File: src/common/videoPkg.sv
////////////////////
// Shared definitions for the raster video subsystem.
// Timing constants, video RAM geometry, arbiter slot owner and packed structs.
////////////////////

package videoPkg;

    // Line geometry in pixel clocks.
    localparam int hTotal      = 512;
    localparam int hBlankStart = 448;
    localparam int hBlankEnd   = 64;
    localparam int hSyncStart  = 'h1DC;

    // Frame geometry in lines.
    localparam int vTotal        = 262;
    localparam int vVisibleStart = 14;
    localparam int vVisibleEnd   = 237;
    localparam int vSyncStart    = 'h100;
    localparam int vSyncEnd      = 1;

    // Bitmap layout, 4 pixels per 16-bit word.
    localparam int lineWords    = 96;
    localparam int rowStride    = 128;
    localparam int vramAddrBits = 15;
    localparam int pixelBits    = 4;

    // Owner of the current video RAM cycle.
    typedef enum logic {
        slotFetch,
        slotHost
    } vramSlot_e;

    // Request presented by a peer to the arbiter.
    typedef struct packed {
        logic [vramAddrBits-1:0] addr;
        logic [15:0]             data;
        logic                    write;
    } vramReq_t;

    // Raster position as seen by the fetcher and the playback stage.
    typedef struct packed {
        logic [8:0] hdump;
        logic [8:0] vdump;
        logic [8:0] vrender;
        logic       hBlank;
        logic       vBlank;
        logic       lineStart;
    } rasterPos_t;

endpackage

File: src/render/linePlayback.sv
////////////////////
// Double line buffer and pixel output stage.
// Display reads half vdump[0] while the fetcher fills the other.
////////////////////

`timescale 1ns/1ps

module linePlayback (
    input  logic                            clk,
    input  logic                            reset,
    input  logic                            cen8,
    input  videoPkg::rasterPos_t            raster,
    input  logic                            bufWrite,
    input  logic                            bufHalf,
    input  logic [6:0]                      bufWord,
    input  logic [15:0]                     bufData,
    output logic [videoPkg::pixelBits-1:0]  pixel
);

    // Two line stores of 96 words each.
    logic [15:0] lineStore [0:1][0:videoPkg::lineWords-1];

    logic [8:0]  col;
    logic [6:0]  colWord;
    logic [1:0]  colNibble;
    logic [15:0] readWord;
    logic        blankNow;

    // Column relative to the first active pixel.
    assign col       = raster.hdump - 9'(videoPkg::hBlankEnd);
    assign colWord   = col[8:2];
    assign colNibble = col[1:0];
    assign readWord  = lineStore[raster.vdump[0]][colWord];
    assign blankNow  = raster.hdump >= videoPkg::hBlankStart
                    || raster.hdump < videoPkg::hBlankEnd
                    || raster.vBlank;

    always_ff @(posedge clk) begin
        if (bufWrite) begin
            lineStore[bufHalf][bufWord] <= bufData;
        end
    end

    // Nibble 0 is the leftmost pixel of a word.
    always_ff @(posedge clk) begin
        if (reset) begin
            pixel <= '0;
        end else if (cen8) begin
            pixel <= blankNow ? '0
                              : readWord[colNibble*videoPkg::pixelBits +: videoPkg::pixelBits];
        end
    end

    // Fetcher never writes the half on screen.
    assert property (@(posedge clk) disable iff (reset)
        bufWrite && !raster.hBlank && !raster.vBlank |-> bufHalf != raster.vdump[0]);

endmodule

File: config.mk
export PLATFORM = sky130hd
export DESIGN_NAME = linePlayback
export DESIGN_NICKNAME = d
export VERILOG_FILES = /design/src/common/videoPkg.sv /design/src/render/linePlayback.sv
export SDC_FILE = /design/constraint.sdc
export NUM_CORES = 2
export LEC_CHECK = 0
export BUFFER_PORTS_ARGS = -buffer_cell sky130_fd_sc_hd__buf_2
export CAP_MARGIN = 20
export CORE_ASPECT_RATIO = 2
export CORE_MARGIN = 2
export CORE_UTILIZATION = 40
export DETAILED_ROUTE_END_ITERATION = 7
export GPL_ROUTABILITY_DRIVEN = 0
export PLACE_DENSITY = 0.57
export SLEW_MARGIN = 20
export SYNTH_ARGS = -nofsm -noshare
export SYNTH_HDL_FRONTEND = slang
export SYNTH_SLANG_ARGS = --single-unit
File: constraint.sdc
create_clock -name clk -period 2.4 [get_ports clk]
set_input_delay 0.36 -clock clk [delete_from_list [all_inputs] [get_ports clk]]
set_output_delay 0.36 -clock clk [all_outputs]
set_load 0.01 [all_outputs]
* Yosys cells after proc, flatten, opt, wreduce, memory -nomap -nowiden
Memory sizes are Yosys's and may differ from the RTL's. Cells that the tools add are included.
Storage, ports and cells: register bits 4, bits in latches 0, RAM bits 3072, bits in read-only memories 0, logic and storage cells 22, memories kept 1
Memories:
- lineStore | depth 2, bits a word 1536, read ports 1, clocked after Yosys merged registers in 0, write ports 1, RTL line linePlayback.sv:21 | logic [15:0] lineStore [0:1][0:videoPkg::lineWords-1];
Operators by class: add/sub/neg operators 1, multiply operators 0, div/mod/pow operators 0, order comparisons 5, equality and inequality tests 0, shift-type cells 1, mux-type cells 8, bitwise logic cells 2, reductions and logical operators 3
Operators by type and width (count):
- $mux 1536 | 1
- $bmux 16 s7 | 1
- $demux 16 s7 | 1
- $mux 16 | 3
- $ge 8x8->1 const B | 2
- $not 7->8 | 2
- $shiftx 16x5->4 | 1
- $ge 9x9->1 const B | 1
- $lt 9x7->1 const B | 1
- $sub 9x7->9 const B | 1
- $lt 8x1->1 const B | 1
- $mux 4 | 1
- $logic_or 1x1->1 | 2
- $logic_and 1x1->1 | 1
- $mux 1 | 1

* Logic depth before layout (Yosys ltp)
depth in word-level cells 7, gate-level depth with buffers 15

* Least setup slack after synthesis
Ideal clock, no wire load.
kind input port to flip-flop, start in raster[12] (netlist name), end reg pixel[2] (netlist name), arrival 2.462 ns, required time 2.269 ns, setup slack -0.193 ns, stages on the path 12, path through buf_6 > buf_12 > buf_6 > buf_6 > buf_4 > mux4_2 > a22oi_1 > nand3_1 > a21oi_1 > o41ai_1 > o31ai_1 > a32oi_1
On the way: word-level cells in the longest chain between the ends 6
RTL lines:
- start, declared | RTL line linePlayback.sv:12 | input videoPkg::rasterPos_t raster,
- $mem_v2 2x1536
- $bmux 16 s7 | RTL line linePlayback.sv:33 | assign readWord = lineStore[raster.vdump[0]][colWord];
- $mux 16 (implied by the code) (2 in a row) | RTL line linePlayback.sv:33
- $shiftx 16x5->4 | RTL line linePlayback.sv:50 | : readWord[colNibble*videoPkg::pixelBits +: videoPkg::pixelBits];
- $mux 4 | RTL line linePlayback.sv:49 | pixel <= blankNow ? '0
- end signal, assigned | RTL line linePlayback.sv:49
- end, declared | RTL line linePlayback.sv:17 | output logic [videoPkg::pixelBits-1:0] pixel
Every way passes these cells. The select of a mux whose other input is x is not followed. A chain may end at the register's enable or synchronous reset.

* Worst setup path after layout
start mem lineStore[1][515] (netlist name), end reg pixel[3] (netlist name)
On the way: word-level cells in the longest chain between the ends 6
RTL lines (RTL line):
- start, declared | linePlayback.sv:21
- $mem_v2 2x1536
- $bmux 16 s7 | linePlayback.sv:33
- $mux 16 (implied by the code) (2 in a row) | linePlayback.sv:33
- $shiftx 16x5->4 | linePlayback.sv:50
- $mux 4 | linePlayback.sv:49
Every way passes these cells. The select of a mux whose other input is x is not followed.

==> results.yml <==
outcome:
  outcome: "finished, violations left"
  violations: "setup timing"
cts:
  numCtsBuffers: 268
  path_clk_slew_ns: 0.07
  cts_root_buffer: "clkbuf_16"
  clock_sinks: 3076
  cts_buffer_depth: 4
  clk_latency_ns: 0.91
  cts_tree: "done"
  h-tree-depth: 5
timing:
  rsz0062_at_grt: "true"
  slew_headroom_pct: 42.1
  min_period_over_period_pct: 123
  min_period_ns: 2.96
  finalHoldViolCount: 0
  fin_setup_tns_ns: -0.960
  fin_ws_ns: -0.559
  worstMarginPinSlew_ns: 0.859
  setup_viol_count_final: 4
  fin_skew_ns: 0.0547
  clock.fmax_mhz: 338
  slew_violations: 0
synthesis:
  synth_ff_type: "edfxtp_1"
  ys_warn_count: 0
  synth_fp_nets: 5574
  async_reset_ff_share_pct: 0
  postSynthCellCount: 5514
  synth-edff-count: 3072
  syn_avg_cell_area_um2: 21.6
  syn_area_um2: 119000
  yosysSeqAreaShare_pct: 77.6
  ys_ff_latch: 3076
  ys_types: 78
grt:
  grt_pass1_wl_mm: 534
  grt_max_degree: 89
  grt-ovfl-total: 0
  grt_pass1_vias: 64992
  antenna_found_initial: 16
  grtUsageTotal_pct: 25.7
setup_path:
  worstSetupEndpointType: "flop"
  worstPathRequired_ns: 3.17
  start_kind: "flop"
  path_class: "flop to flop"
  cp_max_fo: 1
  critPathArrivalTime_ns: 3.73
floorplan:
  die-area_um2: 302000
  fp-row-count: 283
  die_h_um: 775
  coreArea_um2: 296000
  die_w_um: 390
  io_pins: 62
  start_util_pct: 40.2
power_and_ir_drop:
  p_per_area_nw_per_um2: 770
  power.total_w: 0.111
  ir_drop_mv: 0.511
  power_leakage_nw: 46.3
drt:
  avgRoutedWirePerCell_um: 36.6
  totalWireLength_mm: 390
  drt_iter0_drc: 6933
  drc: 0
  vias_per_cell: 5.95
  dr_total_vias: 63360
  dr.pass1.iters: 8
  antenna_left: 0
final_layout:
  nNetsFinal: 6646
  area_delta_synth_final_pct: 20.6
  drive_gt1_share_pct: 34.1
flow_run:
  cap_violations: 0
min_path:
  hold_path.class: "input port to flop"
placed_design:
  port_buffers: 42
  place_hpwl_mm: 272
## cells in the mapped netlist (all sizes together), types with 33 or more instances
library cell,n,area (um^2)
a22oi,139,1050
clkbuf,82,338
o22ai,55,344
mux4,649,14700
mux2i,259,2590
nand3,44,220
nor2,270,1020
buf,239,1920
o221ai,42,368
nand2,142,533
o21ai,58,290
edfxtp,3072,92200
a22o,33,289
a221oi,60,576
a21oi,99,495
## stage by stage
step,util (%),std cells,hold WS [ns],instance area (um^2),setup slack (ns)
final,48.4,10648,0.0834,143000,-0.559
after floorplan,-,5514,0.426,119000,-0.128
after CTS,48.4,10637,0.0306,143000,-0.426
after global placement,45.3,10147,0.595,134000,-2.05
after global routing,48.4,10637,0.0122,143000,-0.532
after detailed placement,45.3,10147,0.612,134000,-1.98
## registers in the layout (all words and copies together) (netlist names)
name and count:
lineStore 3072, pixel 4
## metal layers
metal  wire length (um)  vias up  global-route usage [%]
li1                   -    25444                       -
met1             127000    34127                    27.5
met2             206000     2892                    46.2
met3              23300      887                    3.68
met4              33000       10                    18.3
met5                 65        -                       0
## timing repair
item	4_1_cts	5_1_grt
endpoints found under the setup margin	4	4
buffers inserted	5	0
resized for setup	123	8
pin swaps	42	7
hold endpoints to repair	380	0
cloned	1	0
hold buffers	16	0
## worst max-delay path, stage by stage, from the launching register on
cell      delay, ns
edfxtp_1       0.36
mux4_2         0.53
a22o_4         0.28
a211oi_4       0.48
buf_6          0.19
o31ai_4        0.06
a222oi_1       0.67
buf_4          0.23
a221oi_2       0.05
## power breakdown
part	switching, W	total (W)	internal, W	leakage (nW)
clock	0.0198	0.0435	0.0238	4.14
sequential	0.0000372	0.0592	0.0591	27.6
combinational	0.00487	0.00784	0.00297	14.5
total	0.0247	0.111	0.0859	46.3
## final cells by class
type / count / area (um^2)
fillers: 23765 / 153000
flip-flops and latches: 3076 / 92300
multi-input cells: 2106 / 25300
repair buffers: 1123 / 12500
clock buffers: 321 / 7080
well taps: 3847 / 4810
clock inverters: 152 / 1400
inverters: 11 / 43.8
diodes: 12 / 30.0
## layout by cell type (no fill, tap or decap), types with 26 or more instances in the layout
cell type  synthesis  routed
mux4_2           619     623
nor2_2             1      89
buf_4             59     741
clkbuf_16          0     276
a21oi_1           99      86
nor2_1           269     179
mux4_1            30      26
edfxtp_1        3072    3072
buf_12            12     318
a22o_1            33      27
mux2i_1          259     257
nand3_1           44      44
o21ai_0           55      50
nand2_1          142     138
o22ai_1           55      50
o221ai_1          42      41
clkinv_1           0      58
clkbuf_1          74      45
a221oi_1          52      40
clkinv_2           0      43
a22oi_1          138     131
## kinds of logic after synthesis
logic type / count (synthesis) / synth area share (%)
AO/OA/AOI/OAI: 613 / 3.72
AND/OR/NAND/NOR: 573 / 2.12
flip-flops: 3076 / 77.6
adder cells (fa/ha/maj): 2 / 0.0210
multiplexers: 916 / 14.6
buffers and inverters: 332 / 1.93
XOR/XNOR: 2 / 0.0147
## worst paths after layout
check                    startpoint                 to  slack [ns]  cells past startpoint
setup / recovery  lineStore[1][515]           pixel[3]       -0.56                      8
hold / removal          bufData[10]  lineStore[0][138]        0.08                      1
setup reg to reg  lineStore[1][515]           pixel[3]       -0.56                      8
hold reg to reg            pixel[2]           pixel[2]        0.78                      2
Note: power is estimated with default switching activity, not from simulation.
