## src/common/videoPkg.sv

```systemverilog
////////////////////
// Shared definitions for the raster video subsystem.
// Timing constants, video RAM geometry, arbiter slot owner and packed structs.
////////////////////

package videoPkg;

    // Line geometry in pixel clocks.
    localparam int hTotal      = 512;
    localparam int hBlankStart = 448;
    localparam int hBlankEnd   = 64;
    localparam int hSyncStart  = 'h1DC;

    // Frame geometry in lines.
    localparam int vTotal        = 262;
    localparam int vVisibleStart = 14;
    localparam int vVisibleEnd   = 237;
    localparam int vSyncStart    = 'h100;
    localparam int vSyncEnd      = 1;

    // Bitmap layout, 4 pixels per 16-bit word.
    localparam int lineWords    = 96;
    localparam int rowStride    = 128;
    localparam int vramAddrBits = 15;
    localparam int pixelBits    = 4;

    // Owner of the current video RAM cycle.
    typedef enum logic {
        slotFetch,
        slotHost
    } vramSlot_e;

    // Request presented by a peer to the arbiter.
    typedef struct packed {
        logic [vramAddrBits-1:0] addr;
        logic [15:0]             data;
        logic                    write;
    } vramReq_t;

    // Raster position as seen by the fetcher and the playback stage.
    typedef struct packed {
        logic [8:0] hdump;
        logic [8:0] vdump;
        logic [8:0] vrender;
        logic       hBlank;
        logic       vBlank;
        logic       lineStart;
    } rasterPos_t;

endpackage

```

## src/render/scanlineFetch.sv

```systemverilog
////////////////////
// Fetches the 96 bitmap words of the render line into the line buffer.
// Words are read on the fetch slots and written one clock later.
////////////////////

`timescale 1ns/1ps

module scanlineFetch (
    input  logic                clk,
    input  logic                reset,
    input  logic                cen8,
    input  videoPkg::rasterPos_t raster,
    input  videoPkg::vramSlot_e slot,
    input  logic [15:0]         readData,
    output videoPkg::vramReq_t  fetchReq,
    output logic                bufWrite,
    output logic                bufHalf,
    output logic [6:0]          bufWord,
    output logic [15:0]         bufData
);

    typedef enum logic {
        fetchIdle,
        fetchActive
    } fetchState_e;

    fetchState_e state;
    logic [6:0]  wordIdx;
    logic        rowVisible;
    logic [8:0]  rowFull;
    logic        issue;
    // Word in flight, paired with its index.
    logic        pendValid;
    logic [6:0]  pendWord;
    logic        pendHalf;

    assign rowVisible = raster.vrender >= videoPkg::vVisibleStart
                     && raster.vrender <= videoPkg::vVisibleEnd;
    assign rowFull = raster.vrender - 9'(videoPkg::vVisibleStart);

    // Word 0 goes out on the lineStart cycle itself.
    assign issue = cen8 && slot == videoPkg::slotFetch
                && (state == fetchActive || (raster.lineStart && rowVisible));

    always_comb begin
        fetchReq.addr  = videoPkg::vramAddrBits'(int'(rowFull[7:0]) * videoPkg::rowStride
                                                 + int'(wordIdx));
        fetchReq.data  = 16'd0;
        fetchReq.write = 1'b0;
    end

    always_ff @(posedge clk) begin
        if (reset) begin
            state   <= fetchIdle;
            wordIdx <= 7'd0;
        end else if (issue) begin
            if (wordIdx == 7'(videoPkg::lineWords - 1)) begin
                state   <= fetchIdle;
                wordIdx <= 7'd0;
            end else begin
                state   <= fetchActive;
                wordIdx <= wordIdx + 7'd1;
            end
        end
    end

    // Returning word lands in half vrender[0].
    always_ff @(posedge clk) begin
        if (reset) begin
            pendValid <= 1'b0;
        end else begin
            pendValid <= issue;
        end
        pendWord <= wordIdx;
        pendHalf <= raster.vrender[0];
    end

    assign bufWrite = pendValid;
    assign bufHalf  = pendHalf;
    assign bufWord  = pendWord;
    assign bufData  = readData;

endmodule

```

## config.mk

```make
export PLATFORM = sky130hd
export DESIGN_NAME = scanlineFetch
export DESIGN_NICKNAME = d
export VERILOG_FILES = /design/src/common/videoPkg.sv /design/src/render/scanlineFetch.sv
export SDC_FILE = /design/constraint.sdc
export NUM_CORES = 1
export LEC_CHECK = 0
export ABC_AREA = 1
export BUFFER_PORTS_ARGS = -buffer_cell sky130_fd_sc_hd__buf_2
export CAP_MARGIN = 20
export CORE_MARGIN = 10
export CORE_UTILIZATION = 39
export CTS_CLUSTER_DIAMETER = 30
export DETAILED_ROUTE_END_ITERATION = 8
export GPL_TIMING_DRIVEN = 0
export PLACE_DENSITY = 0.92
export SYNTH_ARGS = -nofsm -noshare
export SYNTH_HDL_FRONTEND = slang
export SYNTH_SLANG_ARGS = --single-unit
```

## constraint.sdc

```tcl
create_clock -name clk -period 3.1 [get_ports clk]
set_input_delay 0 -clock clk [delete_from_list [all_inputs] [get_ports clk]]
set_output_delay 0 -clock clk [all_outputs]
set_load 0.03 [all_outputs]
```

* Yosys cells after proc, flatten, opt, wreduce, memory -nomap -nowiden
Cells that the tools add are included.
Word-level totals: bits of input ports 50, flip-flop bits (word level) 17
Cells by class: eq/ne operators 1, magnitude comparators 2, add/subtract/negate cells 3, bitwise operators 1, muxes and demuxes 2, reduce and logical (&&, ||, !) cells 5
Operators by type and width (number):
- adder 15 x 7 -> 15 bit | 1
- greater-or-equal comparator 9 x 4 -> 1 bit, second input constant | 1
- <= comparator 9 x 8 -> 1 bit, second input constant | 1
- subtractor 8 x 4 -> 8 bit, second input constant | 1
- adder 7 x 1 -> 7 bit, second input constant | 1
- == test 7 bit, second input constant | 1
- 2-to-1 mux 7 bit | 1
- logical AND 1 bit | 4
- logical OR 1 bit | 1
- 2-to-1 mux 1 bit | 1
- inverter 1 bit | 1

* Depth between registers and ports, before layout
word-level depth 5, gate-level depth with buffers 11, gate-level depth less buffers 10

* Least setup slack after synthesis
OpenSTA, ideal clock, no wires.
path type register -> register, start point register wordIdx[0], end point register wordIdx[1], clock period less this slack 1.709 ns, library setup time 0.116 ns, setup slack 1.391 ns, arrival time 1.593 ns, cell stages (with the launch flop) 11, data required time 2.984 ns, cell sequence dfxtp_1 -> ha_1 -> nand2_1 -> nor2_1 -> nand2_1 -> nor3_2 -> inv_1 -> nand2_1 -> nand3_1 -> nand2_1 -> nor2_1
Between the ends: longest elaborated chain between the ends 2
RTL lines:
- from (decl) | line scanlineFetch.sv:28 | logic [6:0] wordIdx;
- from (signal assigned) | line scanlineFetch.sv:62 | wordIdx <= wordIdx + 7'd1;
- adder 7 x 1 -> 7 bit / == test 7 bit (equally long branches) | line scanlineFetch.sv:62, scanlineFetch.sv:57
- 2-to-1 mux 7 bit (*) | line scanlineFetch.sv:57 | if (wordIdx == 7'(videoPkg::lineWords - 1)) begin
Mark *: on every way between the ends. The rest lies on a longest branch, timed or not. A chain may end at the register's enable or synchronous reset.

* Worst setup path after layout
Ends and elaborated chain as after synthesis.

==> impl_metrics.xml <==
<?xml version="1.0" encoding="UTF-8"?>
<metrics>
  <group name="sta">
    <metric name="fin_tns_setup" unit="ns">0</metric>
    <metric name="timing_max_transition_violations_final" unit="">0</metric>
    <metric name="unrepaired_setup_endpoints_after_global_routing" unit="">no</metric>
    <metric name="setup_viol" unit="">0</metric>
    <metric name="postLayoutSetupSlackWorst" unit="ns">1.35</metric>
    <metric name="clock-skew-final" unit="ns">0.00188</metric>
    <metric name="peak_clock_frequency_supported_by_timing" unit="MHz">571</metric>
    <metric name="layout_worst_path_cycle_share" unit="%">56.5</metric>
    <metric name="finalHoldViolations" unit="">0</metric>
    <metric name="finalWorstPathRequiredPeriod" unit="ns">1.75</metric>
  </group>
  <group name="floorplan">
    <metric name="std_cell_rows" unit="">19</metric>
    <metric name="num_io_pins" unit="">107</metric>
    <metric name="die_w" unit="um">73.7</metric>
    <metric name="floorplan.initialDensity" unit="%">40.8</metric>
    <metric name="fp.dieArea" unit="mm2">0.00543</metric>
    <metric name="die_y" unit="um">73.7</metric>
    <metric name="design.core.area" unit="mm2">0.00276</metric>
  </group>
  <group name="global_route">
    <metric name="first_pass_grt_wire_length" unit="mm">4.84</metric>
    <metric name="number_of_global_route_vias_before_repair" unit="">1105</metric>
    <metric name="antenna_found_initial" unit="">0</metric>
    <metric name="globalRoute.totalOverflow" unit="">0</metric>
    <metric name="grt.total_usage" unit="%">11.0</metric>
    <metric name="grt_start_max_net_pins" unit="">11</metric>
  </group>
  <group name="yosys">
    <metric name="share_of_the_synthesized_area_in_the_top_cell_type" unit="%">30.3</metric>
    <metric name="synth_most_common_cell" unit="">buf_4</metric>
    <metric name="syn_area_per_cell" unit="um2">7.40</metric>
    <metric name="postSynthCellCount" unit="">152</metric>
    <metric name="seq_area_frac_synth" unit="%">30.3</metric>
    <metric name="syn_area" unit="mm2">0.00112</metric>
    <metric name="synth.top_cells.by_count" unit="">buf_4, nand2_1, nor2_1</metric>
    <metric name="asyncSetResetFlopFracSynth" unit="%">0</metric>
    <metric name="ys_warn_count" unit="">0</metric>
    <metric name="synth_seq_cells" unit="">17</metric>
    <metric name="yosysUniqueCellTypes" unit="">19</metric>
    <metric name="synth_edf_count" unit="">0</metric>
    <metric name="yosys-top-cells-area" unit="">dfxtp_1, buf_4, nand2_1</metric>
    <metric name="synth_ff_type" unit="">dfxtp_1</metric>
    <metric name="synth_area_leader_cell" unit="">dfxtp_1</metric>
  </group>
  <group name="clock_network">
    <metric name="numCtsBuffers" unit="">3</metric>
    <metric name="clock_tree_from_tritoncts" unit="">built</metric>
    <metric name="ctsLongestPathBuffers" unit="">2</metric>
    <metric name="cts_root_buf" unit="">clkbuf_4</metric>
    <metric name="postCtsSetupRepairBufs" unit="">0</metric>
    <metric name="clk-insertion-delay-late" unit="ns">0.29</metric>
    <metric name="clk_transition_reported_paths" unit="ns">0.10</metric>
    <metric name="cts_htree_levels" unit="">1</metric>
    <metric name="numClockSinks" unit="">17</metric>
  </group>
  <group name="critical_path">
    <metric name="worstSetupEndpointType" unit="">register</metric>
    <metric name="reg_to_reg_critical_path_startpoint" unit="">wordIdx[0]</metric>
    <metric name="crit_path_max_fanout" unit="">6</metric>
    <metric name="crit_path_start" unit="">wordIdx[0]</metric>
    <metric name="critPathKind" unit="">register to register</metric>
    <metric name="timing.critical_path.arrival" unit="ns">1.95</metric>
    <metric name="critical_path.cell_chain" unit="">ha_1, nand2_1, nor2_1, nand2_1, nor3_2, inv_1, nand2_1, nand3_1, nand2_1, nor2_1</metric>
    <metric name="crit_path_frequent_cell" unit="">nand2_1</metric>
    <metric name="cp_slowest_stage_delay" unit="ns">0.43</metric>
    <metric name="worstSetupStartpointType" unit="">register</metric>
    <metric name="worstPathRequired" unit="ns">3.29</metric>
    <metric name="timing.critical_path.slowest_stage_cell" unit="">dfxtp_1</metric>
  </group>
  <group name="layout">
    <metric name="finalNetCount" unit="">281</metric>
    <metric name="synthToLayoutAreaGrowth" unit="%">36.5</metric>
    <metric name="post_route_cells_drive_above_1_share" unit="%">44.1</metric>
    <metric name="n_antenna_cell" unit="">0</metric>
    <metric name="fillers" unit="">256</metric>
  </group>
  <group name="outcome">
    <metric name="run_status" unit="">complete, no violations</metric>
  </group>
  <group name="pwr">
    <metric name="power-per-cell-area" unit="mW/mm2">361</metric>
    <metric name="max-vdd-ir-drop" unit="mV">0.270</metric>
    <metric name="power_leakage" unit="nW">0.855</metric>
  </group>
  <group name="placed_design">
    <metric name="placement.io_buffers" unit="">53</metric>
    <metric name="place_hpwl" unit="mm">2.56</metric>
    <metric name="pre_cts_worst_setup_slack" unit="ns">1.40</metric>
    <metric name="gp_congestion" unit="">0.796</metric>
  </group>
  <group name="detailed_routing">
    <metric name="route.detailed.vias_per_inst" unit="">4.34</metric>
    <metric name="detail_route.wl_per_cell" unit="um">11.6</metric>
    <metric name="route.antenna.remaining_nets" unit="">0</metric>
    <metric name="totalWireLength" unit="mm">2.99</metric>
    <metric name="post-route-drc-count" unit="">0</metric>
    <metric name="detailedRoute.firstPassIterationCount" unit="">4</metric>
    <metric name="first_iter_violations" unit="">36</metric>
    <metric name="overall_via_count_from_detail_route" unit="">1121</metric>
  </group>
  <group name="min_path">
    <metric name="min-delay-start" unit="">slot</metric>
    <metric name="min-delay-path-class" unit="">primary input to register</metric>
  </group>
  <group name="run">
    <metric name="cap_viol_max_count" unit="">0</metric>
  </group>
</metrics>
[cells in the final DEF (no fill, tap or decap), types with 4 or more instances in the layout]
cell type / Yosys / layout
nand3_2: 4 / 4
nand3_1: 11 / 11
inv_1: 14 / 14
buf_2: 0 / 53
o21ai_0: 6 / 6
dfxtp_1: 17 / 17
conb_1: 1 / 17
a21oi_1: 8 / 8
nor2_1: 18 / 18
nand2_1: 25 / 25
buf_4: 34 / 34
[area by class of cell]
cell class	count	area (um2)	area share [%]
Buffer	36	282	18.3
Sequential cell	17	340	22.2
Multi-Input combinational cell	101	510	33.3
Tap cell	31	38.8	2.53
Inverter	14	52.6	3.42
Clock buffer	4	26.3	1.71
Timing Repair Buffer	55	285	18.6
[through the flow]
| stage | power, mW | utilization [%] | instance area (um2) | cells | hold WS [ns] |
|---|---|---|---|---|---|
| 2_1_floorplan | 0.393 | - | 1180 | 168 | 0.0277 |
| 3_3_place_gp | 0.437 | 54.0 | 1490 | 252 | 0.155 |
| 3_5_place_dp | 0.439 | 54.0 | 1490 | 252 | 0.154 |
| 4_1_cts | 0.561 | 55.7 | 1540 | 258 | 0.0184 |
| 5_1_grt | 0.589 | 55.7 | 1540 | 258 | 0.0494 |
| 6_report | 0.555 | 55.7 | 1540 | 258 | 0.0295 |
[timing repair]
action                    CTS  global route
gates resized for setup     0             0
hold endpoints to repair    5             0
hold buffers                2             0
[final timing paths]
| check | cells past startpoint | to | slack [ns] |
|---|---|---|---|
| setup / recovery | 10 | wordIdx[1] | 1.35 |
| hold reg to reg | 0 | bufWord[3] | 0.39 |
| hold / removal | 3 | state | 0.03 |
| setup reg to reg | 10 | wordIdx[1] | 1.35 |
[critical path: cells and delay by family, from the launching register on]
kind | cells | cell delay [ns]
adders and majority gates | 1 | 0.22
and+or+nand+nor | 8 | 0.88
buffers and inverters | 1 | 0.12
DFF | 1 | 0.43
[logic make-up after synthesis]
logic type | after synthesis | synth area share [%]
AND/OR/NAND/NOR | 62 | 26.3
XOR/XNOR | 5 | 3.89
other | 1 | 0.333
AO/OA/AOI/OAI | 14 | 6.23
buffers and inverters | 50 | 29.7
adder cells (fa/ha/maj) | 3 | 3.34
flip-flops | 17 | 30.3
[where the power goes]
group | leakage (nW) | switching [mW] | internal [mW]
registers | 0.138 | 0.00540 | 0.226
clock network | 0.0150 | 0.0685 | 0.0500
logic | 0.702 | 0.133 | 0.0720
[flip-flops by register name, summed over array words and instances, names as in the netlist]
register / count
bufWord: 7
state: 1
bufHalf: 1
bufWrite: 1
wordIdx: 7
[routing by layer]
layer / vias up / global-route usage [%] / part of all wire, %
met1: 496 / 9.95 / 34
met5: - / 0 / 0
met2: 49 / 20.6 / 55
li1: 574 / - / -
met4: 0 / 4.35 / 1.0
met3: 2 / 4.71 / 11
Power figures use the tool's default switching activity.
