`config.mk`:
```
export PLATFORM = sky130hd
export DESIGN_NAME = videoTiming
export DESIGN_NICKNAME = d
export VERILOG_FILES = /design/src/common/videoPkg.sv /design/src/timing/videoTiming.sv
export SDC_FILE = /design/constraint.sdc
export NUM_CORES = 1
export LEC_CHECK = 0
export BUFFER_PORTS_ARGS = -buffer_cell sky130_fd_sc_hd__clkbuf_2
export CAP_MARGIN = 20
export CORE_ASPECT_RATIO = 0.75
export CORE_MARGIN = 2
export CORE_UTILIZATION = 35
export DETAILED_ROUTE_END_ITERATION = 8
export HOLD_SLACK_MARGIN = 0.15
export SLEW_MARGIN = 20
export SYNTH_ARGS = -nofsm -noshare
export SYNTH_HDL_FRONTEND = slang
export SYNTH_SLANG_ARGS = --single-unit
```
`constraint.sdc`:
```
create_clock -name clk -period 4.1 [get_ports clk]
set_input_delay 0.82 -clock clk [delete_from_list [all_inputs] [get_ports clk]]
set_output_delay 0.82 -clock clk [all_outputs]
set_load 0.005 [all_outputs]
```
`src/common/videoPkg.sv`:
```
////////////////////
// Shared definitions for the raster video subsystem.
// Timing constants, video RAM geometry, arbiter slot owner and packed structs.
////////////////////

package videoPkg;

    // Line geometry in pixel clocks.
    localparam int hTotal      = 512;
    localparam int hBlankStart = 448;
    localparam int hBlankEnd   = 64;
    localparam int hSyncStart  = 'h1DC;

    // Frame geometry in lines.
    localparam int vTotal        = 262;
    localparam int vVisibleStart = 14;
    localparam int vVisibleEnd   = 237;
    localparam int vSyncStart    = 'h100;
    localparam int vSyncEnd      = 1;

    // Bitmap layout, 4 pixels per 16-bit word.
    localparam int lineWords    = 96;
    localparam int rowStride    = 128;
    localparam int vramAddrBits = 15;
    localparam int pixelBits    = 4;

    // Owner of the current video RAM cycle.
    typedef enum logic {
        slotFetch,
        slotHost
    } vramSlot_e;

    // Request presented by a peer to the arbiter.
    typedef struct packed {
        logic [vramAddrBits-1:0] addr;
        logic [15:0]             data;
        logic                    write;
    } vramReq_t;

    // Raster position as seen by the fetcher and the playback stage.
    typedef struct packed {
        logic [8:0] hdump;
        logic [8:0] vdump;
        logic [8:0] vrender;
        logic       hBlank;
        logic       vBlank;
        logic       lineStart;
    } rasterPos_t;

endpackage

```
`src/timing/videoTiming.sv`:
```
////////////////////
// Video timing generator, 512 pixels by 262 lines, one step per cen8.
// Drives the raster position bundle plus the sync outputs.
////////////////////

`timescale 1ns/1ps

module videoTiming (
    input  logic                 clk,
    input  logic                 reset,
    input  logic                 cen8,
    output videoPkg::rasterPos_t raster,
    output logic                 hsync,
    output logic                 vsync,
    output logic                 preVBlank
);

    logic [8:0] hdump;
    logic [8:0] vdump;
    logic [8:0] vrender;
    logic [8:0] vrender1;
    logic       hBlank;
    logic       vBlank;
    logic       lineStart;
    // Vertical blank shift, one stage per line.
    logic [1:0] shVBlank;

    assign preVBlank = shVBlank[0];

    assign raster.hdump     = hdump;
    assign raster.vdump     = vdump;
    assign raster.vrender   = vrender;
    assign raster.hBlank    = hBlank;
    assign raster.vBlank    = vBlank;
    assign raster.lineStart = lineStart;

    always_ff @(posedge clk) begin
        if (reset) begin
            hdump     <= 9'd0;
            vdump     <= 9'(videoPkg::vTotal - 1);
            vrender   <= 9'd0;
            vrender1  <= 9'd0;
            hsync     <= 1'b0;
            vsync     <= 1'b0;
            hBlank    <= 1'b1;
            vBlank    <= 1'b1;
            shVBlank  <= 2'b00;
            lineStart <= 1'b1;
        end else if (cen8) begin
            hdump       <= hdump + 9'd1;
            // Blanks are registered from the old counters.
            shVBlank[0] <= vdump < videoPkg::vVisibleStart || vdump > videoPkg::vVisibleEnd;
            hBlank      <= hdump >= videoPkg::hBlankStart || hdump < videoPkg::hBlankEnd;
            if (hdump == videoPkg::hSyncStart) begin
                hsync <= 1'b1;
                // Vertical sync only moves on the hsync rising edge.
                if (vdump == videoPkg::vSyncStart) vsync <= 1'b1;
                if (vdump == videoPkg::vSyncEnd) vsync <= 1'b0;
            end
            if (hdump == 9'd0) hsync <= 1'b0;
            lineStart <= &hdump;
            if (&hdump) begin
                hdump    <= 9'd0;
                // Render line runs one line ahead of display.
                vrender1 <= (vrender1 == videoPkg::vTotal - 1) ? 9'd0 : vrender1 + 9'd1;
                vrender  <= vrender1;
                vdump    <= vrender;
                {vBlank, shVBlank[1]} <= shVBlank;
            end
        end
    end

    // Counters stay within the frame.
    assert property (@(posedge clk) disable iff (reset)
        hdump <= 9'(videoPkg::hTotal - 1) && vdump <= 9'(videoPkg::vTotal - 1));

    // vsync edges are locked to hsync rising edges.
    assert property (@(posedge clk) disable iff (reset)
        $changed(vsync) |-> $rose(hsync));

endmodule

```
Yosys cells after proc, flatten, opt, wreduce, memory -nomap -nowiden
Index checks and enable logic that the tools add are counted.
Widths: inputs -> output; s select.
{"block": "op_classes", "eq_ne": 4, "add_sub_neg": 2, "muxes": 6, "n_reduce_logical": 9, "magnitude_cmp": 4}
{"cell": "$eq 9x9->1 const B", "count": 3}
{"cell": "$add 9x1->9 const B", "count": 2}
{"cell": "$mux 9", "count": 2}
{"cell": "$reduce_and 10->1", "count": 1}
{"cell": "$eq 9x1->1 const B", "count": 1}
{"cell": "$ge 9x9->1 const B", "count": 1}
{"cell": "$gt 9x8->1 const B", "count": 1}
{"cell": "$logic_not 9->1", "count": 1}
{"cell": "$lt 9x4->1 const B", "count": 1}
{"cell": "$lt 9x7->1 const B", "count": 1}
{"cell": "$reduce_and 9->1", "count": 1}
{"cell": "$mux 1", "count": 4}
{"cell": "$reduce_bool 2->1", "count": 2}
{"cell": "$reduce_and 3->1", "count": 1}
{"cell": "$logic_or 1x1->1", "count": 2}
{"cell": "$reduce_and 2->1", "count": 1}
{"block": "word_totals", "inputBits": 3, "word_cells": 36, "output_inout_bits": 33, "register_bits": 43}

Logic depth before layout (Yosys ltp)
Gate-level depths: netlist (run 1).
{"block": "depth", "depth_word": 3, "depth_mapped": 7, "depth_no_buf": 7}

Worst setup path after synthesis (run 1)
OpenSTA, ideal clock, no wires.
{"block": "synth_timing", "path_kind": "input -> register", "start": "in cen8", "end": "reg vrender[0]", "setup_time_ns": 0.132, "cell_stages": 6, "path_buffers": 2, "path_slack_ns": 2.161, "arrival_time_ns": 1.806, "required_ns": 3.968, "path_cell_list": "nand4_2 > or3_1 > buf_2 > clkbuf_1 > nand2_1 > a21oi_1"}
{"block": "synth_via", "elab_chain_len": 1}
{"element": "from (decl)", "line": "videoTiming.sv:11", "source": "input logic cen8,"}
{"element": "$reduce_and 10->1 (no line)"}
{"element": "to (signal assigned)", "line": "videoTiming.sv:66", "source": "vrender <= vrender1;"}
{"element": "to (decl)", "line": "videoTiming.sv:20", "source": "logic [8:0] vrender;"}
No other way between the ends.
A chain may end at the register's enable or synchronous reset.

Worst setup path after layout (run 1)
{"block": "layout_timing", "start": "in cen8", "end": "reg vrender1[8]"}
{"block": "layout_via", "elab_chain_len": 1}
{"element": "$reduce_and 10->1 (no line)"}
{"element": "to (signal assigned)", "line": "videoTiming.sv:65", "source": "vrender1 <= (vrender1 == videoPkg::vTotal - 1) ? 9'd0 : vrender1 + 9'd1;"}
{"element": "to (decl)", "line": "videoTiming.sv:21", "source": "logic [8:0] vrender1;"}
No other way between the ends.

==> results.yml, run 1 <==
run_status:
  outcome: "finished clean"
critical_path:
  worst_r2r_endpoint: "vrender1[8]"
  crit_path_max_incr_delay_ns: 0.80
  cp_cell_sequence: "clkbuf_2 > nand4_2 > or3_1 > or4_1 > o21ai_0"
  req_time_crit_path_ns: 4.33
  critical_path_capture_point_type: "flip-flop"
  timing.rr.start: "hdump[2]"
  critical_path_class: "in2reg"
  crit_path_top_delay_cell: "or3_1"
  critical_path_arrival_ns: 2.77
  critical_path.max_fanout: 29
  r2r_cells: 4
  rrSetupSlack_ns: 1.81
  worst_setup_path_start_kind: "primary input"
synth:
  ys_warn_count: 0
  synth.avg_cell_area_sq_um: 7.988
  synth.yosys.seq_area_share_pct: 45.47
  synthXorXnorAreaFrac_pct: 2.776
  netlist-cell-type-count: 36
  synth_compound_gate_area_share_pct: 13.68
  post_synth_fa_ha_maj_area_fraction_pct: 3.305
  post_synth_instance_area_sq_mm: 0.001893
  synth_register_bits: 43
  synth_top_family_by_area: "simple AND/OR/NAND/NOR gates"
  syn-instance-count: 237
  synth.net_count: 245
  synthMuxAreaShare_pct: 1.058
  synthesized_area_fraction_occupied_by_and_or_nand_nor_cells_pct: 27.36
sta:
  final_period_minus_worst_setup_slack_ns: 2.540
  timing_max_transition_violations_final: 0
  setup-violations-final: 0
  fin_skew_ns: 0.007081
  finalHoldViolCount: 0
  holdWs_ns: 0.4591
  final_period_utilization_pct: 61.95
  setup_tns_ns: 0
  worst-slew-pin-transition_ns: 0.9603
  fmaxAchievable_ghz: 0.3937
  slew_headroom_pct: 35.98
  rsz0062_at_grt: "false"
clock_network:
  clk_root_buffer_cell: "clkbuf_8"
  clock_path_buffers: 2
  tritoncts: "built"
  clk_pin_slew_ns: 0.08
  clock_latency_ns: 0.30
  cts_inserted_buffers: 5
  postCtsResizedCells: 0
  cts_hold_buf: 0
  ctsHtreeMaxLevel: 2
  clock-sinks: 43
  cts_setup_buffers: 0
placement:
  total_half_perimeter_wirelength_after_legalization_and_detailed_placement_um: 3163
  placed_cell_area_sq_mm: 0.002102
  gp_routability_congestion: 0.7959
  io_buffer_count: 35
drt:
  route.final.wire_length_um: 4637
  detail_route.wl_per_cell_um: 13.56
  drt_pre_antenna_iters: 4
  routed_antenna_nets: 0
  dr.first_iter.drc_count: 176
  post-route-drc-count: 0
  vias_per_cell: 4.965
  routed-via-count: 1698
global_routing:
  grt_use_met3_pct: 3.912
  grt_max_degree: 33
  grtUsageMet2_pct: 21.83
  grt_use_total_pct: 16.76
  grt_first_pass_wirelength_um: 7659
  vias_in_the_first_global_route: 1524
  grt_antenna_before_repair: 0
  globalRouteMet1Util_pct: 26.04
  grt_most_used_layer: "met1"
  grt-ovfl-total: 0
floorplan:
  chip_height_um: 67.69
  floorplan.core_area_sq_mm: 0.005266
  dieArea_sq_mm: 0.006019
  io-pin-count: 36
  floorplan.initialDensity_pct: 35.95
  rows: 23
  die_w_um: 88.92
power_and_ir_drop:
  vdd.ir_drop.worst_mv: 0.1494
  pwr_density_cell_mw_per_mm2: 380.9
  static-leakage-power_nw: 0.8355
hold_path:
  worstHoldEndpoint: "lineStart"
  holdPathStages: 1
  min-delay-start: "lineStart"
  worst_hold_path_type: "reg2reg"
cells_and_area:
  syn2layout_area_growth_pct: 18.24
  design_area_final_sq_mm: 0.002238
  layout.nets: 274
  n_antenna_cell: 0
  drive_gt1_share_pct: 17.60
  final_core_utilization_pct: 42.50
run:
  max_capacitance_violation_count: 0
## worst max-delay path: cells and delay by family
family / cells / cell delay [ns]
and+or+nand+nor: 3 / 1.63
AOI/OAI and AO/OA: 1 / 0.08
buffers and inverters: 1 / 0.23
## metal layers
layer	part of all wire [%]	vias up
li1	-	877
met1	54	767
met2	39	52
met3	6.4	2
met4	0.58	0
met5	0	-
## worst max path at each step
stage,startpoint,cells after the start,slack (ns),endpoint
2_1_floorplan,cen8,6,2.16,vrender[0]
3_3_place_gp,cen8,5,1.31,vrender1[8]
3_5_place_dp,cen8,5,1.27,vrender1[8]
4_1_cts,cen8,5,1.57,vrender1[8]
5_1_grt,cen8,5,1.41,vrender1[8]
6_report,cen8,5,1.56,vrender1[8]
## layout by cell type (no fill, tap or decap), types with 4 or more instances in the layout
master,n
or3_1,4
dfxtp_1,43
nor2_1,15
inv_1,14
nor3_1,6
nand3_1,12
a21oi_1,26
ha_1,5
o32ai_1,6
nand2_1,52
clkbuf_2,35
clkbuf_8,5
nand4_1,7
## final cells by class
type | count | area (sq um)
Sequential cell | 43 | 860.8
Timing Repair Buffer | 36 | 182.7
Clock buffer | 5 | 68.82
Multi-Input combinational cell | 166 | 912.1
Tap cell | 75 | 93.84
Clock inverter | 3 | 67.56
Fill cell | 544 | 3028
Inverter | 14 | 52.55
## through the flow
stage          total power, mW  std cells  setup slack (ns)
6_report                0.8526        342             1.560
5_1_grt                 0.8841        342             1.407
4_1_cts                 0.8618        342             1.565
3_5_place_dp            0.4692        334             1.265
3_3_place_gp            0.4683        334             1.310
2_1_floorplan           0.4575        237             2.161
## logic make-up after synthesis
family                   Yosys count
AND/OR/NAND/NOR                  110
AO/OA/AOI/OAI                     43
flip-flops                        43
buffers and inverters             28
XOR/XNOR                           6
adder cells (fa/ha/maj)            5
multiplexers                       2
## registers in the layout (all words and copies together), names as in the netlist
signal and cells:
hdump 9, vdump 9, vrender1 9, vrender 9, shVBlank 2, hBlank 1, hsync 1, lineStart 1
vBlank 1, vsync 1
## synth_stat cells (all sizes together)
master / n / area (sq um)
nand2: 52 / 195.2
dfxtp: 43 / 860.8
a21oi: 26 / 130.1
nor2: 15 / 56.30
inv: 14 / 52.55
nand3: 12 / 60.06
nand4: 8 / 56.30
buf: 7 / 41.28
clkbuf: 7 / 26.28
nor3: 7 / 40.04
o32ai: 6 / 52.55
ha: 5 / 62.56
or3: 4 / 25.02
o21ai: 3 / 15.01
xnor2: 3 / 26.28
xor2: 3 / 26.28
a211oi: 2 / 15.01
and3: 2 / 12.51
mux2i: 2 / 20.02
nor4b: 2 / 17.52
o311ai: 2 / 17.52
or4: 2 / 15.01
a21o: 1 / 7.510
a31oi: 1 / 6.260
and2: 1 / 6.260
nand2b: 1 / 6.260
nand3b: 1 / 7.510
nor3b: 1 / 7.510
nor4: 1 / 6.260
o211ai: 1 / 7.510
o31ai: 1 / 7.510
or2: 1 / 6.260
## power by group
part	total, mW	leakage, nW	internal, mW	switching (mW)
sequential	0.428	0.348	0.422	0.00546
clock	0.393	0.0644	0.243	0.150
combinational	0.0315	0.423	0.0112	0.0203
total	0.853	0.836	0.677	0.176
(Power assumes the default switching activity.)
==> inputs of run 2 (changes only) <==
Clock period 4.1 ns to 2.4 ns, I/O delays scaled along.
==> results.yml, run 2 (synthesized netlist as in run 1, its figures left out) <==
hold_path:
  worst_hold_path_type: "reg2reg"
sta:
  final_period_utilization_pct: 83.97
  slew_headroom_pct: 59.80
  fmaxAchievable_ghz: 0.4962
  worst-slew-pin-transition_ns: 0.5975
  setup_tns_ns: 0
  setup-violations-final: 0
  rsz0062_at_grt: "false"
  fin_skew_ns: 0.006290
  setup_slack_of_the_critical_path_after_layout_ns: 0.3847
  final_period_minus_worst_setup_slack_ns: 2.015
  timing_max_transition_violations_final: 0
  finalHoldViolCount: 0
power_and_ir_drop:
  power_report.internal_total_mw: 1.048
  power_switching_mw: 0.2923
  static-leakage-power_nw: 0.8441
  combinational_group_share_of_total_power_pct: 4.3
  vdd.ir_drop.worst_mv: 0.2987
  power_switching_share_pct: 21.81
  power.share.clock_pct: 41.1
  power_frac_seq_pct: 54.6
  pwr_density_cell_mw_per_mm2: 596.8
floorplan:
  dieArea_sq_mm: 0.006019
  die_w_um: 88.92
  rows: 23
  floorplan.core_area_sq_mm: 0.005266
  floorplan.initialDensity_pct: 35.95
  chip_height_um: 67.69
  io-pin-count: 36
cells_and_area:
  design_area_final_sq_mm: 0.002246
  fillerInstances: 541
  final_core_utilization_pct: 42.65
  layout.nets: 279
  drive_gt1_share_pct: 18.82
  layout_commonest_cell: "nand2_1"
  final-seq-area_sq_um: 860.8
  multi_input_comb_area_sq_um: 912.1
  n_antenna_cell: 0
  syn2layout_area_growth_pct: 18.64
  final_cell_mix: "nand2_1 (52), dfxtp_1 (43), clkbuf_2 (35), a21oi_1 (26), nor2_1 (15)"
critical_path:
  worst_setup_path_start_kind: "flip-flop"
  critical_path.max_fanout: 12
  req_time_crit_path_ns: 2.62
  critical_path_class: "reg2reg"
  critical_path_arrival_ns: 2.24
  critical_path_capture_point_type: "flip-flop"
clock_network:
  clk_root_buffer_cell: "clkbuf_8"
  cts_inserted_buffers: 5
  cts_setup_buffers: 0
  cts_hold_buf: 0
  clock-sinks: 43
  clock_latency_ns: 0.30
  clk_pin_slew_ns: 0.08
  postCtsResizedCells: 0
  clock_path_buffers: 2
  tritoncts: "built"
  ctsHtreeMaxLevel: 2
global_routing:
  grt_antenna_before_repair: 0
  vias_in_the_first_global_route: 1507
  grt_use_total_pct: 16.88
  grt_first_pass_wirelength_um: 7638
  grt-ovfl-total: 0
  grt_max_degree: 32
placement:
  gp_routability_congestion: 0.8067
  total_half_perimeter_wirelength_after_legalization_and_detailed_placement_um: 3300
  placed_cell_area_sq_mm: 0.002140
  io_buffer_count: 35
  detailedPlace.worstSlack_ns: 0.3871
drt:
  detail_route.wl_per_cell_um: 13.48
  vias_per_cell: 5.095
  route.top_layer_used: "met4"
  wl_met2_um: 1909
  dr.first_iter.drc_count: 124
  routed_antenna_nets: 0
  drt_pre_antenna_iters: 4
  post-route-drc-count: 0
  met3_wirelength_um: 313
  routed-via-count: 1763
  routedLengthMet1_um: 2382
  route.final.wire_length_um: 4665
run:
  max_capacitance_violation_count: 0
run_status:
  outcome: "finished clean"
## run 2: routing by layer
layer / vias up / global-route usage [%]
li1: 883 / -
met1: 832 / 24.96
met2: 43 / 23.13
met3: 5 / 5.257
met4: 0 / 5.114
met5: - / 0
## run 2: critical path, stage by stage, from the launching register on
cell and delay (ns):
dfxtp_1 0.48, nand4_2 0.24, or3_1 0.61, or4_1 0.53, o21ai_0 0.09
## run 2: path summary, 6_finish.rpt
check	startpoint	end	slack (ns)	depth (start not counted)
worst min-delay path	lineStart	lineStart	0.46	1
worst max-delay path	hdump[2]	vrender1[8]	0.38	4
worst min register to register	lineStart	lineStart	0.46	1
worst max register to register	hdump[2]	vrender1[8]	0.38	4
## run 2: through the flow
step                      total power [mW]  instances  hold slack (ns)
after floorplan                     0.7816        237           0.4318
after global placement              0.8054        339           0.4416
after detailed placement            0.8063        339           0.4427
after CTS                            1.356        346           0.4628
after global routing                 1.410        346           0.4911
final                                1.340        346           0.4594
## run 2: power groups by stage
stage	Sequential, mW	Clock, mW	Combinational [mW]
global placement	0.749	0	0.0568
global route	0.734	0.611	0.0647
finish	0.731	0.551	0.0575
detailed placement	0.749	0	0.0578
CTS	0.732	0.566	0.0582
floorplan	0.747	0	0.0344
## run 2: cell type report
class / instances / share of cell area (%)
flip-flops and latches: 43 / 38.33
multi-input cells: 166 / 40.61
inverters: 14 / 2.340
clock inverters: 2 / 1.671
clock buffers: 5 / 3.064
repair buffers: 41 / 9.805
well taps: 75 / 4.178
==> inputs of run 3 (changes only) <==
Settings changed: ABC_AREA from default to 1.
Clock period 2.4 ns to 2 ns, I/O delays scaled along.
==> results.yml, run 3 <==
run_status:
  outcome: "finished clean"
clock_network:
  cts_inserted_buffers: 5
  postCtsResizedCells: 0
  clk_pin_slew_ns: 0.09
  cts_hold_buf: 0
  clock_latency_ns: 0.30
  clock-sinks: 43
  clk_root_buffer_cell: "clkbuf_8"
  tritoncts: "built"
  ctsHtreeMaxLevel: 2
  clock_path_buffers: 2
  cts_setup_buffers: 0
synth:
  syn-instance-count: 278
  synthMuxAreaShare_pct: 0
  netlist.top_cell.by_area: "dfxtp_1"
  synth_top_family_by_area: "simple AND/OR/NAND/NOR gates"
  yosys-top-cells-area: "dfxtp_1 (43%), nand2_1 (12%), a21oi_1 (8.7%), inv_1 (5.4%), nor2_1 (4.8%)"
  synth.yosys.seq_area_share_pct: 42.73
  synth_register_bits: 43
  postSynth.topFlopCell: "dfxtp_1"
  synth_enable_flop_cells: 0
  synth.avg_cell_area_sq_um: 7.246
  post_synth_fa_ha_maj_area_fraction_pct: 3.106
  synth_common_cells: "nand2_1 (67), dfxtp_1 (43), a21oi_1 (35), inv_1 (29), nor2_1 (26)"
  asyncSetResetFlopFracSynth_pct: 0
  post_synth_instance_area_sq_mm: 0.002014
  ys_warn_count: 0
  netlist-cell-type-count: 28
  top_count_cell_post_synth: "nand2_1"
  synth_compound_gate_area_share_pct: 14.72
  synthDominantCellAreaShare_pct: 42.73
  synthXorXnorAreaFrac_pct: 0
  synthesized_area_fraction_occupied_by_and_or_nand_nor_cells_pct: 29.69
  synth.net_count: 286
drt:
  detail_route.wl_per_cell_um: 11.91
  routed-via-count: 1809
  route.final.wire_length_um: 4587
  dr.first_iter.drc_count: 163
  drt_pre_antenna_iters: 4
  vias_per_cell: 4.699
  routed_antenna_nets: 0
  post-route-drc-count: 0
critical_path:
  critical_path_arrival_ns: 1.90
  critical_path_capture_point_type: "flip-flop"
  r2r_cells: 8
  critical_path.max_fanout: 5
  critical_path_class: "reg2reg"
  worst_setup_path_start_kind: "flip-flop"
  req_time_crit_path_ns: 2.19
global_routing:
  vias_in_the_first_global_route: 1692
  grt_max_degree: 35
  grt-ovfl-total: 0
  grt_antenna_before_repair: 0
  grt_first_pass_wirelength_um: 7914
  grt_use_total_pct: 15.13
floorplan:
  io-pin-count: 36
  floorplan.initialDensity_pct: 37.04
  rows: 23
  die_w_um: 91.60
  floorplan.core_area_sq_mm: 0.005439
  chip_height_um: 69.70
  dieArea_sq_mm: 0.006385
sta:
  setup_tns_ns: 0
  fmaxAchievable_ghz: 0.5844
  worst-slew-pin-transition_ns: 0.4950
  final_period_minus_worst_setup_slack_ns: 1.711
  setup-violations-final: 0
  fin_skew_ns: 0.01141
  final_period_utilization_pct: 85.56
  rsz0062_at_grt: "false"
  timing_max_transition_violations_final: 0
  slew_headroom_pct: 66.97
  finalHoldViolCount: 0
cells_and_area:
  layout.nets: 317
  fillerInstances: 572
  drive_gt1_share_pct: 17.74
  syn2layout_area_growth_pct: 14.53
  layout_commonest_cell: "nand2_1"
  final_core_utilization_pct: 42.42
  design_area_final_sq_mm: 0.002307
  final_cell_mix: "nand2_1 (67), dfxtp_1 (43), a21oi_1 (35), clkbuf_2 (35), inv_1 (29)"
  n_antenna_cell: 0
placement:
  gp_routability_congestion: 0.8730
  placed_cell_area_sq_mm: 0.002215
  total_half_perimeter_wirelength_after_legalization_and_detailed_placement_um: 3336
  io_buffer_count: 35
power_and_ir_drop:
  pwr_density_cell_mw_per_mm2: 650.9
  vdd.ir_drop.worst_mv: 0.1989
  report.power.total_mw: 1.502
  static-leakage-power_nw: 1.015
hold_path:
  worst_hold_path_type: "in2reg"
  holdPathStages: 2
run:
  max_capacitance_violation_count: 0
==> run 3: changes by cell type after synthesis, moves of 3 or more <==
cell	previous run	this run
xor2_1	3	0
clkbuf_1	7	3
inv_1	14	29
nand2_1	52	67
o21ai_0	3	17
o32ai_1	6	0
nand3_1	12	16
or3_1	4	0
a21oi_1	26	35
xnor2_1	3	0
nor2_1	15	26
==> run 3: per-stage QoR <==
step	setup WS, ns	hold WS (ns)	std cells
after floorplan	0.5157	0.4283	278
after global placement	0.3909	0.4361	377
after detailed placement	0.3382	0.4349	377
after CTS	0.3046	0.4181	385
after global routing	0.1194	0.4469	385
final	0.2888	0.4290	385
==> run 3: logic make-up after synthesis <==
family	after synthesis
AOI/OAI and AO/OA	57
adders and majority gates	5
buffers and inverters	43
DFF	43
and+or+nand+nor	130
==> run 3: final timing paths <==
check,start,end,slack [ns]
worst max-delay path,hdump[1],hdump[7],0.29
worst min-delay path,reset,vrender1[7],0.43
worst max register to register,hdump[1],hdump[7],0.29
worst min register to register,hsync,hsync,0.44
==> run 3: layer usage <==
metal	GRT usage, %	part of all wire (%)
met5	0	0
met4	3.872	1.2
met3	5.217	8.3
met2	21.98	39
met1	21.31	51
==> run 3: where the power goes <==
group	switching, mW	internal [mW]	leakage (nW)	total (mW)
combinational	0.0414	0.0225	0.626	0.0639
sequential	0.00907	0.864	0.348	0.873
clock	0.315	0.250	0.0408	0.565
total	0.365	1.14	1.01	1.50
==> run 3: layout make-up <==
| type | count | area [sq um] | area share, % |
|---|---|---|---|
| Inverter | 30 | 112.6 | 4.881 |
| Clock inverter | 3 | 23.77 | 1.030 |
| Sequential cell | 43 | 860.8 | 37.31 |
| Timing Repair Buffer | 37 | 190.2 | 8.243 |
| Multi-Input combinational cell | 192 | 957.2 | 41.49 |
| Tap cell | 75 | 93.84 | 4.067 |
| Clock buffer | 5 | 68.82 | 2.983 |
==> run 3: critical path: stages (launching register included) <==
cell	delay, ns
dfxtp_1	0.40
ha_1	0.22
nand4_1	0.10
nor4_1	0.22
ha_1	0.21
a21oi_1	0.12
inv_1	0.17
a21oi_1	0.06
o21a_1	0.10
